==> config.mk <==
export PLATFORM = sky130hd
export DESIGN_NAME = axil_subsys_top
export DESIGN_NICKNAME = d
export VERILOG_FILES = /design/src/verilog/axil_pkg.sv /design/src/verilog/soc_map_pkg.sv /design/src/verilog/xbar_route.sv /design/src/verilog/xbar_merge.sv /design/src/verilog/axil_ram.sv /design/src/verilog/axil_subsys_top.sv
export SDC_FILE = /design/constraint.sdc
export NUM_CORES = 2
export LEC_CHECK = 0
export ABC_CLOCK_PERIOD_IN_PS = 2700
export BUFFER_PORTS_ARGS = -buffer_cell sky130_fd_sc_hd__buf_2
export CORE_MARGIN = 4
export CORE_UTILIZATION = 45
export CTS_BUF_LIST = sky130_fd_sc_hd__clkbuf_16
export DETAILED_ROUTE_END_ITERATION = 10
export PLACE_DENSITY_LB_ADDON = 0.2
export SYNTH_ARGS = -nofsm -noshare
export SYNTH_HDL_FRONTEND = slang
export SYNTH_SLANG_ARGS = --single-unit
==> constraint.sdc <==
create_clock -name clk -period 2.7 [get_ports clk]
set_input_delay 0.27 -clock clk [delete_from_list [all_inputs] [get_ports clk]]
set_output_delay 0.27 -clock clk [all_outputs]
set_load 0.05 [all_outputs]
==> src/verilog/axil_pkg.sv <==
package axil_pkg;

    // ******************************************************************
    // Bus widths
    // ******************************************************************

    localparam int addr_w = 32;
    localparam int data_w = 32;
    localparam int strb_w = data_w / 8;

    typedef logic [addr_w-1:0] axil_addr_t;
    typedef logic [data_w-1:0] axil_data_t;
    typedef logic [strb_w-1:0] axil_strb_t;

    typedef enum logic [1:0] {
        RESP_OKAY   = 2'b00,
        RESP_SLVERR = 2'b10,
        RESP_DECERR = 2'b11
    } axil_resp_e;

    // ******************************************************************
    // Channel bundles
    // ******************************************************************

    // Manager to subordinate.
    typedef struct packed {
        axil_addr_t araddr;
        logic       arvalid;
        logic       rready;
        axil_addr_t awaddr;
        logic       awvalid;
        axil_data_t wdata;
        axil_strb_t wstrb;
        logic       wvalid;
        logic       bready;
    } axil_req_t;

    // Subordinate to manager.
    typedef struct packed {
        logic       arready;
        axil_data_t rdata;
        axil_resp_e rresp;
        logic       rvalid;
        logic       awready;
        logic       wready;
        axil_resp_e bresp;
        logic       bvalid;
    } axil_rsp_t;

endpackage

==> src/verilog/soc_map_pkg.sv <==
package soc_map_pkg;

    import axil_pkg::*;

    // ******************************************************************
    // Address map
    // ******************************************************************

    localparam int num_windows = 3;

    localparam int win_mem    = 0;  // Main memory.
    localparam int win_serial = 1;  // Serial port window.
    localparam int win_timer  = 2;  // Timer window.

    // Every base sits on a 64 byte boundary.
    localparam axil_addr_t window_base [num_windows] = '{
        win_mem:    32'h8000_0000,
        win_serial: 32'ha000_03c0,
        win_timer:  32'ha000_0040
    };

    typedef enum logic [2:0] {
        SEL_IDLE,
        SEL_WIN0,
        SEL_WIN1,
        SEL_WIN2,
        SEL_ERR
    } xbar_sel_e;

    // Selection code that belongs to window idx.
    function automatic xbar_sel_e win_sel(input int idx);
        return xbar_sel_e'(SEL_WIN0 + idx);
    endfunction

endpackage

==> src/verilog/xbar_route.sv <==
`timescale 1ns/1ps

module xbar_route
    import axil_pkg::*;
    import soc_map_pkg::*;
#(
    parameter int RAM_WORDS = 16
) (
    input  logic      clk,
    input  logic      rst,
    input  axil_req_t m_req,
    input  logic      done,
    output axil_req_t bank_req [num_windows],
    output xbar_sel_e sel
);

    localparam axil_addr_t win_bytes = axil_addr_t'(RAM_WORDS * 4);

    axil_addr_t dec_addr;
    logic       dec_valid;
    xbar_sel_e  dec_sel;
    logic       rd_txn;
    axil_req_t  fwd_req;

    // ******************************************************************
    // Address decode
    // ******************************************************************

    assign dec_addr  = m_req.arvalid ? m_req.araddr : m_req.awaddr;  // Read wins.
    assign dec_valid = m_req.arvalid | m_req.awvalid;

    always_comb begin
        dec_sel = SEL_ERR;  // No window hit.
        for (int i = 0; i < num_windows; i++) begin
            if (dec_addr >= window_base[i] && dec_addr < window_base[i] + win_bytes) begin
                dec_sel = win_sel(i);
            end
        end
    end

    // ******************************************************************
    // Selection register
    // ******************************************************************

    always_ff @(posedge clk or posedge rst) begin
        if (rst) begin
            sel    <= SEL_IDLE;
            rd_txn <= 1'b0;
        end else if (sel == SEL_IDLE) begin
            if (dec_valid) begin
                sel    <= dec_sel;
                rd_txn <= m_req.arvalid;  // Remember which channel owns the slot.
            end
        end else if (done) begin
            sel <= SEL_IDLE;
        end
    end

    // ******************************************************************
    // Request fan-out
    // ******************************************************************

    // Only the channel that won the decode reaches the bank.
    always_comb begin
        fwd_req = m_req;
        if (rd_txn) begin
            fwd_req.awvalid = 1'b0;
            fwd_req.wvalid  = 1'b0;
            fwd_req.bready  = 1'b0;
        end else begin
            fwd_req.arvalid = 1'b0;
            fwd_req.rready  = 1'b0;
        end
    end

    always_comb begin
        for (int i = 0; i < num_windows; i++) begin
            bank_req[i] = (sel == win_sel(i)) ? fwd_req : '0;  // Idle banks see zeros.
        end
    end

endmodule

==> src/verilog/xbar_merge.sv <==
`timescale 1ns/1ps

module xbar_merge
    import axil_pkg::*;
    import soc_map_pkg::*;
(
    input  logic      clk,
    input  logic      rst,
    input  xbar_sel_e sel,
    input  axil_req_t m_req,
    input  axil_rsp_t bank_rsp [num_windows],
    output axil_rsp_t m_rsp,
    output logic      done
);

    typedef enum logic {
        ERR_ACCEPT,
        ERR_RESP
    } err_state_e;

    err_state_e err_state;
    logic       err_rd;
    logic       err_ar_hs;
    logic       err_aw_hs;
    axil_rsp_t  err_rsp;
    axil_rsp_t  win_rsp;

    // ******************************************************************
    // Window response mux
    // ******************************************************************

    always_comb begin
        win_rsp = '0;  // Also covers SEL_IDLE.
        for (int i = 0; i < num_windows; i++) begin
            if (sel == win_sel(i)) begin
                win_rsp = bank_rsp[i];
            end
        end
    end

    // ******************************************************************
    // Decode error responder
    // ******************************************************************

    assign err_ar_hs = (sel == SEL_ERR) && (err_state == ERR_ACCEPT) && m_req.arvalid;
    assign err_aw_hs = (sel == SEL_ERR) && (err_state == ERR_ACCEPT) && !m_req.arvalid
                       && m_req.awvalid && m_req.wvalid;

    always_ff @(posedge clk or posedge rst) begin
        if (rst) begin
            err_state <= ERR_ACCEPT;
            err_rd    <= 1'b0;
        end else begin
            case (err_state)
                ERR_ACCEPT: begin
                    if (err_ar_hs || err_aw_hs) begin
                        err_state <= ERR_RESP;
                        err_rd    <= err_ar_hs;
                    end
                end
                ERR_RESP: begin
                    if (done) begin
                        err_state <= ERR_ACCEPT;  // Manager took the error.
                    end
                end
                default: err_state <= ERR_ACCEPT;
            endcase
        end
    end

    always_comb begin
        err_rsp         = '0;
        err_rsp.arready = err_ar_hs;
        err_rsp.awready = err_aw_hs;
        err_rsp.wready  = err_aw_hs;  // Address and data go together.
        if (err_state == ERR_RESP) begin
            if (err_rd) begin
                err_rsp.rvalid = 1'b1;
                err_rsp.rresp  = RESP_DECERR;  // rdata stays zero.
            end else begin
                err_rsp.bvalid = 1'b1;
                err_rsp.bresp  = RESP_DECERR;
            end
        end
    end

    // ******************************************************************
    // Manager side
    // ******************************************************************

    assign m_rsp = (sel == SEL_ERR) ? err_rsp : win_rsp;

    // Final response accepted by the manager.
    assign done = (m_rsp.rvalid & m_req.rready) | (m_rsp.bvalid & m_req.bready);

endmodule

==> src/verilog/axil_ram.sv <==
`timescale 1ns/1ps

module axil_ram
    import axil_pkg::*;
#(
    parameter int RAM_WORDS = 16
) (
    input  logic      clk,
    input  logic      rst,
    input  axil_req_t req,
    output axil_rsp_t rsp
);

    localparam int idx_w = $clog2(RAM_WORDS);

    axil_data_t mem [RAM_WORDS];

    logic [idx_w-1:0] rd_idx;
    logic [idx_w-1:0] wr_idx;
    logic             ar_rdy;
    logic             r_vld;
    logic             w_rdy;
    logic             b_vld;
    logic             ar_hs;
    logic             wr_hs;
    axil_data_t       r_data;

    assign rd_idx = req.araddr[idx_w+1:2];  // Word index, wraps inside the bank.
    assign wr_idx = req.awaddr[idx_w+1:2];

    assign ar_hs = req.arvalid & ar_rdy;
    assign wr_hs = req.awvalid & req.wvalid & w_rdy;

    // ******************************************************************
    // Read channel
    // ******************************************************************

    always_ff @(posedge clk or posedge rst) begin
        if (rst) begin
            ar_rdy <= 1'b0;
            r_vld  <= 1'b0;
        end else begin
            ar_rdy <= req.arvalid & ~ar_rdy & ~r_vld;  // One cycle pulse.
            if (ar_hs) begin
                r_vld <= 1'b1;
            end else if (r_vld & req.rready) begin
                r_vld <= 1'b0;
            end
        end
    end

    always_ff @(posedge clk) begin
        if (ar_hs) begin
            r_data <= mem[rd_idx];  // Held until the next accepted read.
        end
    end

    // ******************************************************************
    // Write channel
    // ******************************************************************

    always_ff @(posedge clk or posedge rst) begin
        if (rst) begin
            w_rdy <= 1'b0;
            b_vld <= 1'b0;
        end else begin
            w_rdy <= req.awvalid & req.wvalid & ~w_rdy & ~b_vld;
            if (wr_hs) begin
                b_vld <= 1'b1;
            end else if (b_vld & req.bready) begin
                b_vld <= 1'b0;
            end
        end
    end

    always_ff @(posedge clk) begin
        if (wr_hs) begin
            for (int b = 0; b < strb_w; b++) begin
                if (req.wstrb[b]) begin
                    mem[wr_idx][8*b +: 8] <= req.wdata[8*b +: 8];
                end
            end
        end
    end

    // ******************************************************************
    // Response bundle
    // ******************************************************************

    always_comb begin
        rsp         = '0;
        rsp.arready = ar_rdy;
        rsp.rdata   = r_data;
        rsp.rresp   = RESP_OKAY;
        rsp.rvalid  = r_vld;
        rsp.awready = w_rdy;
        rsp.wready  = w_rdy;
        rsp.bresp   = RESP_OKAY;
        rsp.bvalid  = b_vld;
    end

endmodule

==> src/verilog/axil_subsys_top.sv <==
`timescale 1ns/1ps

module axil_subsys_top
    import axil_pkg::*;
    import soc_map_pkg::*;
#(
    parameter int RAM_WORDS = 16,
    parameter int NUM_BANKS = num_windows
) (
    input  logic      clk,
    input  logic      rst,
    input  axil_req_t m_req,
    output axil_rsp_t m_rsp
);

    axil_req_t bank_req [NUM_BANKS];
    axil_rsp_t bank_rsp [NUM_BANKS];
    xbar_sel_e sel;
    logic      done;

    // ******************************************************************
    // Crossbar request side
    // ******************************************************************

    xbar_route #(
        .RAM_WORDS (RAM_WORDS)
    ) i_route (
        .clk      (clk),
        .rst      (rst),
        .m_req    (m_req),
        .done     (done),
        .bank_req (bank_req),
        .sel      (sel)
    );

    // ******************************************************************
    // Memory banks
    // ******************************************************************

    // One bank per window, serial and timer included.
    for (genvar i = 0; i < NUM_BANKS; i++) begin : g_bank
        axil_ram #(
            .RAM_WORDS (RAM_WORDS)
        ) i_ram (
            .clk (clk),
            .rst (rst),
            .req (bank_req[i]),
            .rsp (bank_rsp[i])
        );
    end

    // ******************************************************************
    // Crossbar response side
    // ******************************************************************

    xbar_merge i_merge (
        .clk      (clk),
        .rst      (rst),
        .sel      (sel),
        .m_req    (m_req),
        .bank_rsp (bank_rsp),
        .m_rsp    (m_rsp),
        .done     (done)
    );

endmodule

### Word-level counts from Yosys, hierarchy flattened

Memory sizes are Yosys's and may differ from the RTL's. A register that Yosys moved wholly into a read port is not among the register bits.
Cells that the tools add are included.

* register bits after elaboration: 18
* bits in latches: 0
* RAM bits: 1536
* ROM bits: 0
* input bits: 107
* output and inout bits: 41
* word-level logic and storage cells: 167
* memories: 3

* add/subtract/negate cells: 0
* $mul: 0
* divide/modulo/power cells: 0
* $lt $le $gt $ge: 6
* equality and inequality tests: 5
* shifts and indexed selects: 0
* muxes and demuxes: 72
* bitwise logic cells: 44
* reductions and logical operators: 21

Memories
* g_bank[0].i_ram.mem: depth 16, bits a word 32, read ports 1, clocked after memory_dff 1, wr ports 1, line axil_ram.sv:16 `axil_data_t mem [RAM_WORDS];`
* g_bank[1].i_ram.mem: depth 16, bits a word 32, read ports 1, clocked after memory_dff 1, wr ports 1, line axil_ram.sv:16
* g_bank[2].i_ram.mem: depth 16, bits a word 32, read ports 1, clocked after memory_dff 1, wr ports 1, line axil_ram.sv:16

Operator list (number)
* two-way mux 79 bit: 3
* two-way mux 41 bit: 4
* >= comparator 32 bit (second input constant): 3
* < comparator 32 bit (second input constant): 3
* two-way mux 1 bit: 51
* two-way mux 32 bit: 1
* two-way mux 3 bit: 10
* bitwise AND 1 bit: 29
* nonzero test 2 bit: 7
* NOT 1 bit: 13
* logical AND 1 bit: 8
* equality test 3 x 2 -> 1 bit (second input constant): 2
* AND reduction 2 bit: 3
* two-way mux 2 bit: 2
* equality test 3 x 1 -> 1 bit (second input constant): 1
* equality test 3 bit (second input constant): 1
* zero test 3 bit: 1
* != test 2 x 1 -> 1 bit (second input constant): 1
* bitwise OR 1 bit: 2
* case mux 1 bit (2 select lines): 1
* zero test 1 bit: 1
* logical OR 1 bit: 1

### Logic depth before layout (Yosys ltp)

* depth after elaboration: 10
* depth in mapped cells: 9
* depth with buffers taken out: 5

### By module

From an unflattened synthesis, not the netlist that was laid out.

* cells, all modules: 3390
* area, all modules: 65891.9 um^2

Modules (own cells, without submodules)
* axil_ram: instances 3, cells each 933, area an instance 20663.6 um^2, seq. area each 16435.8 um^2
* xbar_route: instances 1, cells each 425, area an instance 2611.3 um^2, seq. area each 100.1 um^2
* xbar_merge: instances 1, cells each 166, area an instance 1290.0 um^2, seq. area each 50.0 um^2

### Worst setup path after synthesis

OpenSTA, ideal clock, no wires.

* path kind: register -> output
* start point: reg i_route.sel[2]
* end point: out m_rsp[4] (netlist name)
* arrival time: 2401 ps
* required time: 2430 ps
* path slack: 29 ps
* cell stages (with the launch flop): 8
* buffers on the path: 3
* cell sequence: dfrtp_1 buf_2 buf_1 nand2_1 nor2_1 nand3_1 o22ai_1 buf_4

RTL lines
* start: declaration: line xbar_route.sv:14 `output xbar_sel_e sel`
* start signal: assignment: line xbar_route.sv:51 `sel <= dec_sel;`
* end: declaration: line axil_subsys_top.sv:13 `output axil_rsp_t m_rsp`

==> results.txt <==
----------------------------------------------------
[Detailed routing]
  Vias ... 38,300
  Antenna-violating nets left ... 0
  Avg Vias per Cell ... 5.88
  Sum of routed wire length over all layers ... 181 mm
  Routed length per instance ... 27.7 µm
  Number of remaining DRC errors ... 0
  DR pass1 iterations ... 5
  Drt first-iter violations ... 3,949

[Placed design]
  Final weighted congestion of routability-driven global placement ... 0.879
  Placed wire-length estimate after detailed placement ... 119 mm
  Total of buffers placed on input and output ports ... 143
  # placed instances ... 6,128

[STA]
  Worst Skew ... 0.0326 ns
  Worst-case setup margin in the final layout ... -0.111 ns
  Max Clock Freq ... 356 MHz
  Worst Hold Margin ... 0.125 ns
  Portion of the clock cycle consumed by the worst path in the final layout ... 1.04
  Setup repair after global routing missed its margin ... yes
  Number of endpoints with negative hold slack in the final report ... 0
  Worst Tran Pin Value ... 0.900 ns
  Total setup violations reported at the end of the flow ... 29
  Pins Over Slew Limit ... 0
  Tmin final ... 2.81 ns
  Worst rel slew slack ... 0.398

[CTS]
  TritonCTS sink count ... 1,650
  Clock slew seen by the registers of the worst setup and hold paths ... 0.06 ns
  Clock insertion delay at the later pin of the skew report ... 0.81 ns
  Number of clock buffers inserted by TritonCTS ... 171
  Clock tree root driver cell ... clkbuf_16
  Clock tree from TritonCTS ... built
  H-tree Lvls ... 4
  Number of buffers on the longest clock path ... 3

[Die]
  Placeable Area ... 148,000 µm²
  Die X-Extent ... 394 µm
  Rows ... 141
  Die Span Y ... 394 µm
  Full die area ... 155,000 µm²
  Ports ... 148
  Initial standard-cell utilization of the core ... 0.453

[Synth]
  Mean post-synth cell area ... 17.0 µm²
  Sequential cell area fraction in the yosys report ... 0.738
  Number of enable-type register cells in the synthesized netlist ... 1,632
  Share of synthesized cell area in and, or, nand and nor gates ... 0.0457
  Post-synthesis cell count ... 3,949
  Complex-gate fraction of the synthesized area ... 0.0825
  Yosys warning count ... 0
  Mapped Nets ... 4,056
  Synth cell types ... 60
  Leading register cell type out of synthesis ... edfxtp_1
  Combinational family with the most area after synthesis ... multiplexers
  Most numerous cell in the Yosys netlist ... edfxtp_1
  Share of the synthesized netlist area taken by xor and xnor gates ... 0
  Area contributors post-synth ... edfxtp_1 (73%), mux2_2 (5.0%), mux4_2 (3.2%)
  Synth Area in Adders ... 0
  Most frequent cells after synthesis ... edfxtp_1 (1,632), mux2_2 (296), nor2_1 (250)
  Share of async-settable or async-resettable flops after synthesis ... 0.0109
  Multiplexer share of the synthesized area ... 0.113
  Share of the synthesized area in the top cell type ... 0.731
  Post-Synthesis Cell Area ... 67,000 µm²
  Post-synth top area cell ... edfxtp_1
  Post-synthesis register bit count ... 1,650

[Critical path]
  Data arrival at the endpoint of the critical path ... 2.54 ns
  Critical setup path kind ... reg -> out
  Critical path data required time ... 2.43 ns
  Type of element capturing the critical path ... output port
  Worst Setup Start Kind ... flop
  Maximum net fanout on the critical path ... 11

[Global routing]
  Grt met2 use ... 0.365
  Wire length of the first global-routing pass ... 261 mm
  Grt peak-use layer ... met2
  GR Util met3 ... 0.0542
  All-Layer GR Usage ... 0.228
  Pin count of the biggest net entering global routing ... 94
  Number of antenna violations at the first check in global routing ... 16
  Grt ovf ... 0
  Via count of the first global-routing pass ... 38,300
  Met1 Usage GRT ... 0.315

[Min path]
  Path class of the lowest-slack min-delay path ... in -> reg

[Run]
  Maximum capacitance violations ... 0

[Power]
  Power density of the placed cells ... 652 nW/µm²
  Peak supply drop ... 582 µV
  Leak pwr ... 30.6 nW

[Status]
  Status ... finished, violations left
  Failing checks ... negative setup slack

[Cells and area]
  Fillers ... 11,900
  Layout overhead on the synthesized area ... 18.2%
  Post-layout instance count excluding filler cells ... 6,520
  Final #Nets ... 4,544
  Proportion of layout cells with a drive suffix above 1 ... 0.298

----------------------------------------------------
==> path summary, 6_finish.rpt <==
path	slack [ns]	startpoint	endpoint	cells past startpoint
setup / recovery	-0.11	i_route.sel[1]$_DFFE_PP0P_	m_rsp[35]	6
hold / removal	0.12	m_req[53]	i_route.sel[2]$_DFFE_PP0P_	6
setup reg to reg	0.04	i_route.sel[2]$_DFFE_PP0P_	g_bank[0].i_ram.r_data[19]$_DFFE_PP_	10
hold reg to reg	0.44	g_bank[2].i_ram.b_vld$_DFFE_PP0P_	g_bank[2].i_ram.w_rdy$_DFF_PP0_	1
max in group asynchronous	1.96	rst	i_route.sel[1]$_DFFE_PP0P_	3
min in group asynchronous	0.19	rst	i_merge.err_rd$_DFFE_PP0P_	3
==> what timing repair did <==
action	CTS	global route
setup buffers	24	25
endpoints found under the setup margin	177	716
hold buffers	10	0
gates cloned	2	6
pin swaps	26	23
resized for setup	173	59
hold endpoints to repair	35	0
==> state kept, by name, indices dropped and copies added (netlist names) <==
register / cells
g_bank.i_ram.mem: 1536
g_bank.i_ram.r_data: 96
g_bank.i_ram.ar_rdy: 3
g_bank.i_ram.b_vld: 3
g_bank.i_ram.r_vld: 3
g_bank.i_ram.w_rdy: 3
i_route.sel: 3
i_merge.err_rd: 1
i_merge.err_state: 1
i_route.rd_txn: 1
==> report_power, final <==
group	leakage (nW)	total, W	switching, W	internal [W]
clock	2.77	0.0221	0.00987	0.0122
combinational	8.74	0.00176	0.00115	0.000613
sequential	19.1	0.0278	0.0000358	0.0277
total	30.6	0.0517	0.0111	0.0406
==> through the flow <==
stage / setup TNS, ns / total power [W] / utilization / setup slack (ns) / cell area [µm²]
6_report: -1.21 / 0.0517 / 0.536 / -0.111 / 79200
5_1_grt: -3.96 / 0.0532 / 0.536 / -0.164 / 79200
3_5_place_dp: -2.90 / 0.0297 / 0.490 / -0.0646 / 72400
3_3_place_gp: -0.0310 / 0.0297 / 0.490 / -0.00420 / 72400
4_1_cts: -3.58 / 0.0519 / 0.532 / -0.144 / 78700
2_1_floorplan: 0 / 0.0291 / - / 0.0285 / 67000
==> final cells by class <==
cell class	instances	area (µm²)	share of cell area
Timing Repair Buffer	588	5290	0.0667
Sequential cell	1650	49500	0.624
Tap cell	1930	2410	0.0305
Inverter	1	3.75	0.0000474
Antenna cell	11	27.5	0.000348
Clock buffer	171	4280	0.0540
Clock inverter	144	991	0.0125
Multi-Input combinational cell	2025	16700	0.211
==> critical path, stage by stage (launching register included) <==
cell and delay, ns:
dfrtp_2 0.53, buf_8 0.19, buf_12 0.15, mux2_2 0.41, a22oi_1 0.16, nor2_1 0.06, clkbuf_4 0.22
==> metal layers <==
layer | up-vias | share of wire
li1 | 16800 | -
met2 | 1470 | 0.48
met5 | - | 0.00023
met4 | 6 | 0.024
met1 | 19800 | 0.41
met3 | 225 | 0.087
==> logic make-up (layout without fill, tap and decap cells) <==
logic type             count (synthesis)  after routing
multiplexers                         582            582
other                                  0             11
buffers and inverters                276            904
AO/OA/AOI/OAI                        810            810
flip-flops                          1650           1650
AND/OR/NAND/NOR                      631            633
==> placed cells by master, fill, tap and decap left out, types with 20 or more instances in the layout <==
cell type  instances
buf_4            359
mux2_4            42
a31oi_1           66
nor2_1           228
o21ai_0          111
o22ai_1           66
inv_1             51
mux2_2           284
o31ai_1           64
a22oi_2           31
buf_6             41
clkinv_1          45
nor2_4            20
buf_12            56
a221oi_2          44
buf_2            101
clkinv_2          25
and2_1            92
a221oi_1          84
o21ai_1           64
or3_1             32
nor2b_1           36
clkbuf_16        175
nand3_1           33
mux2i_1          132
nand2_1           95
a21oi_1          195
edfxtp_1        1632
mux4_2            94
o2bb2ai_1         31
mux2_1            28
a221o_1           30
Power figures use the tool's default switching activity.
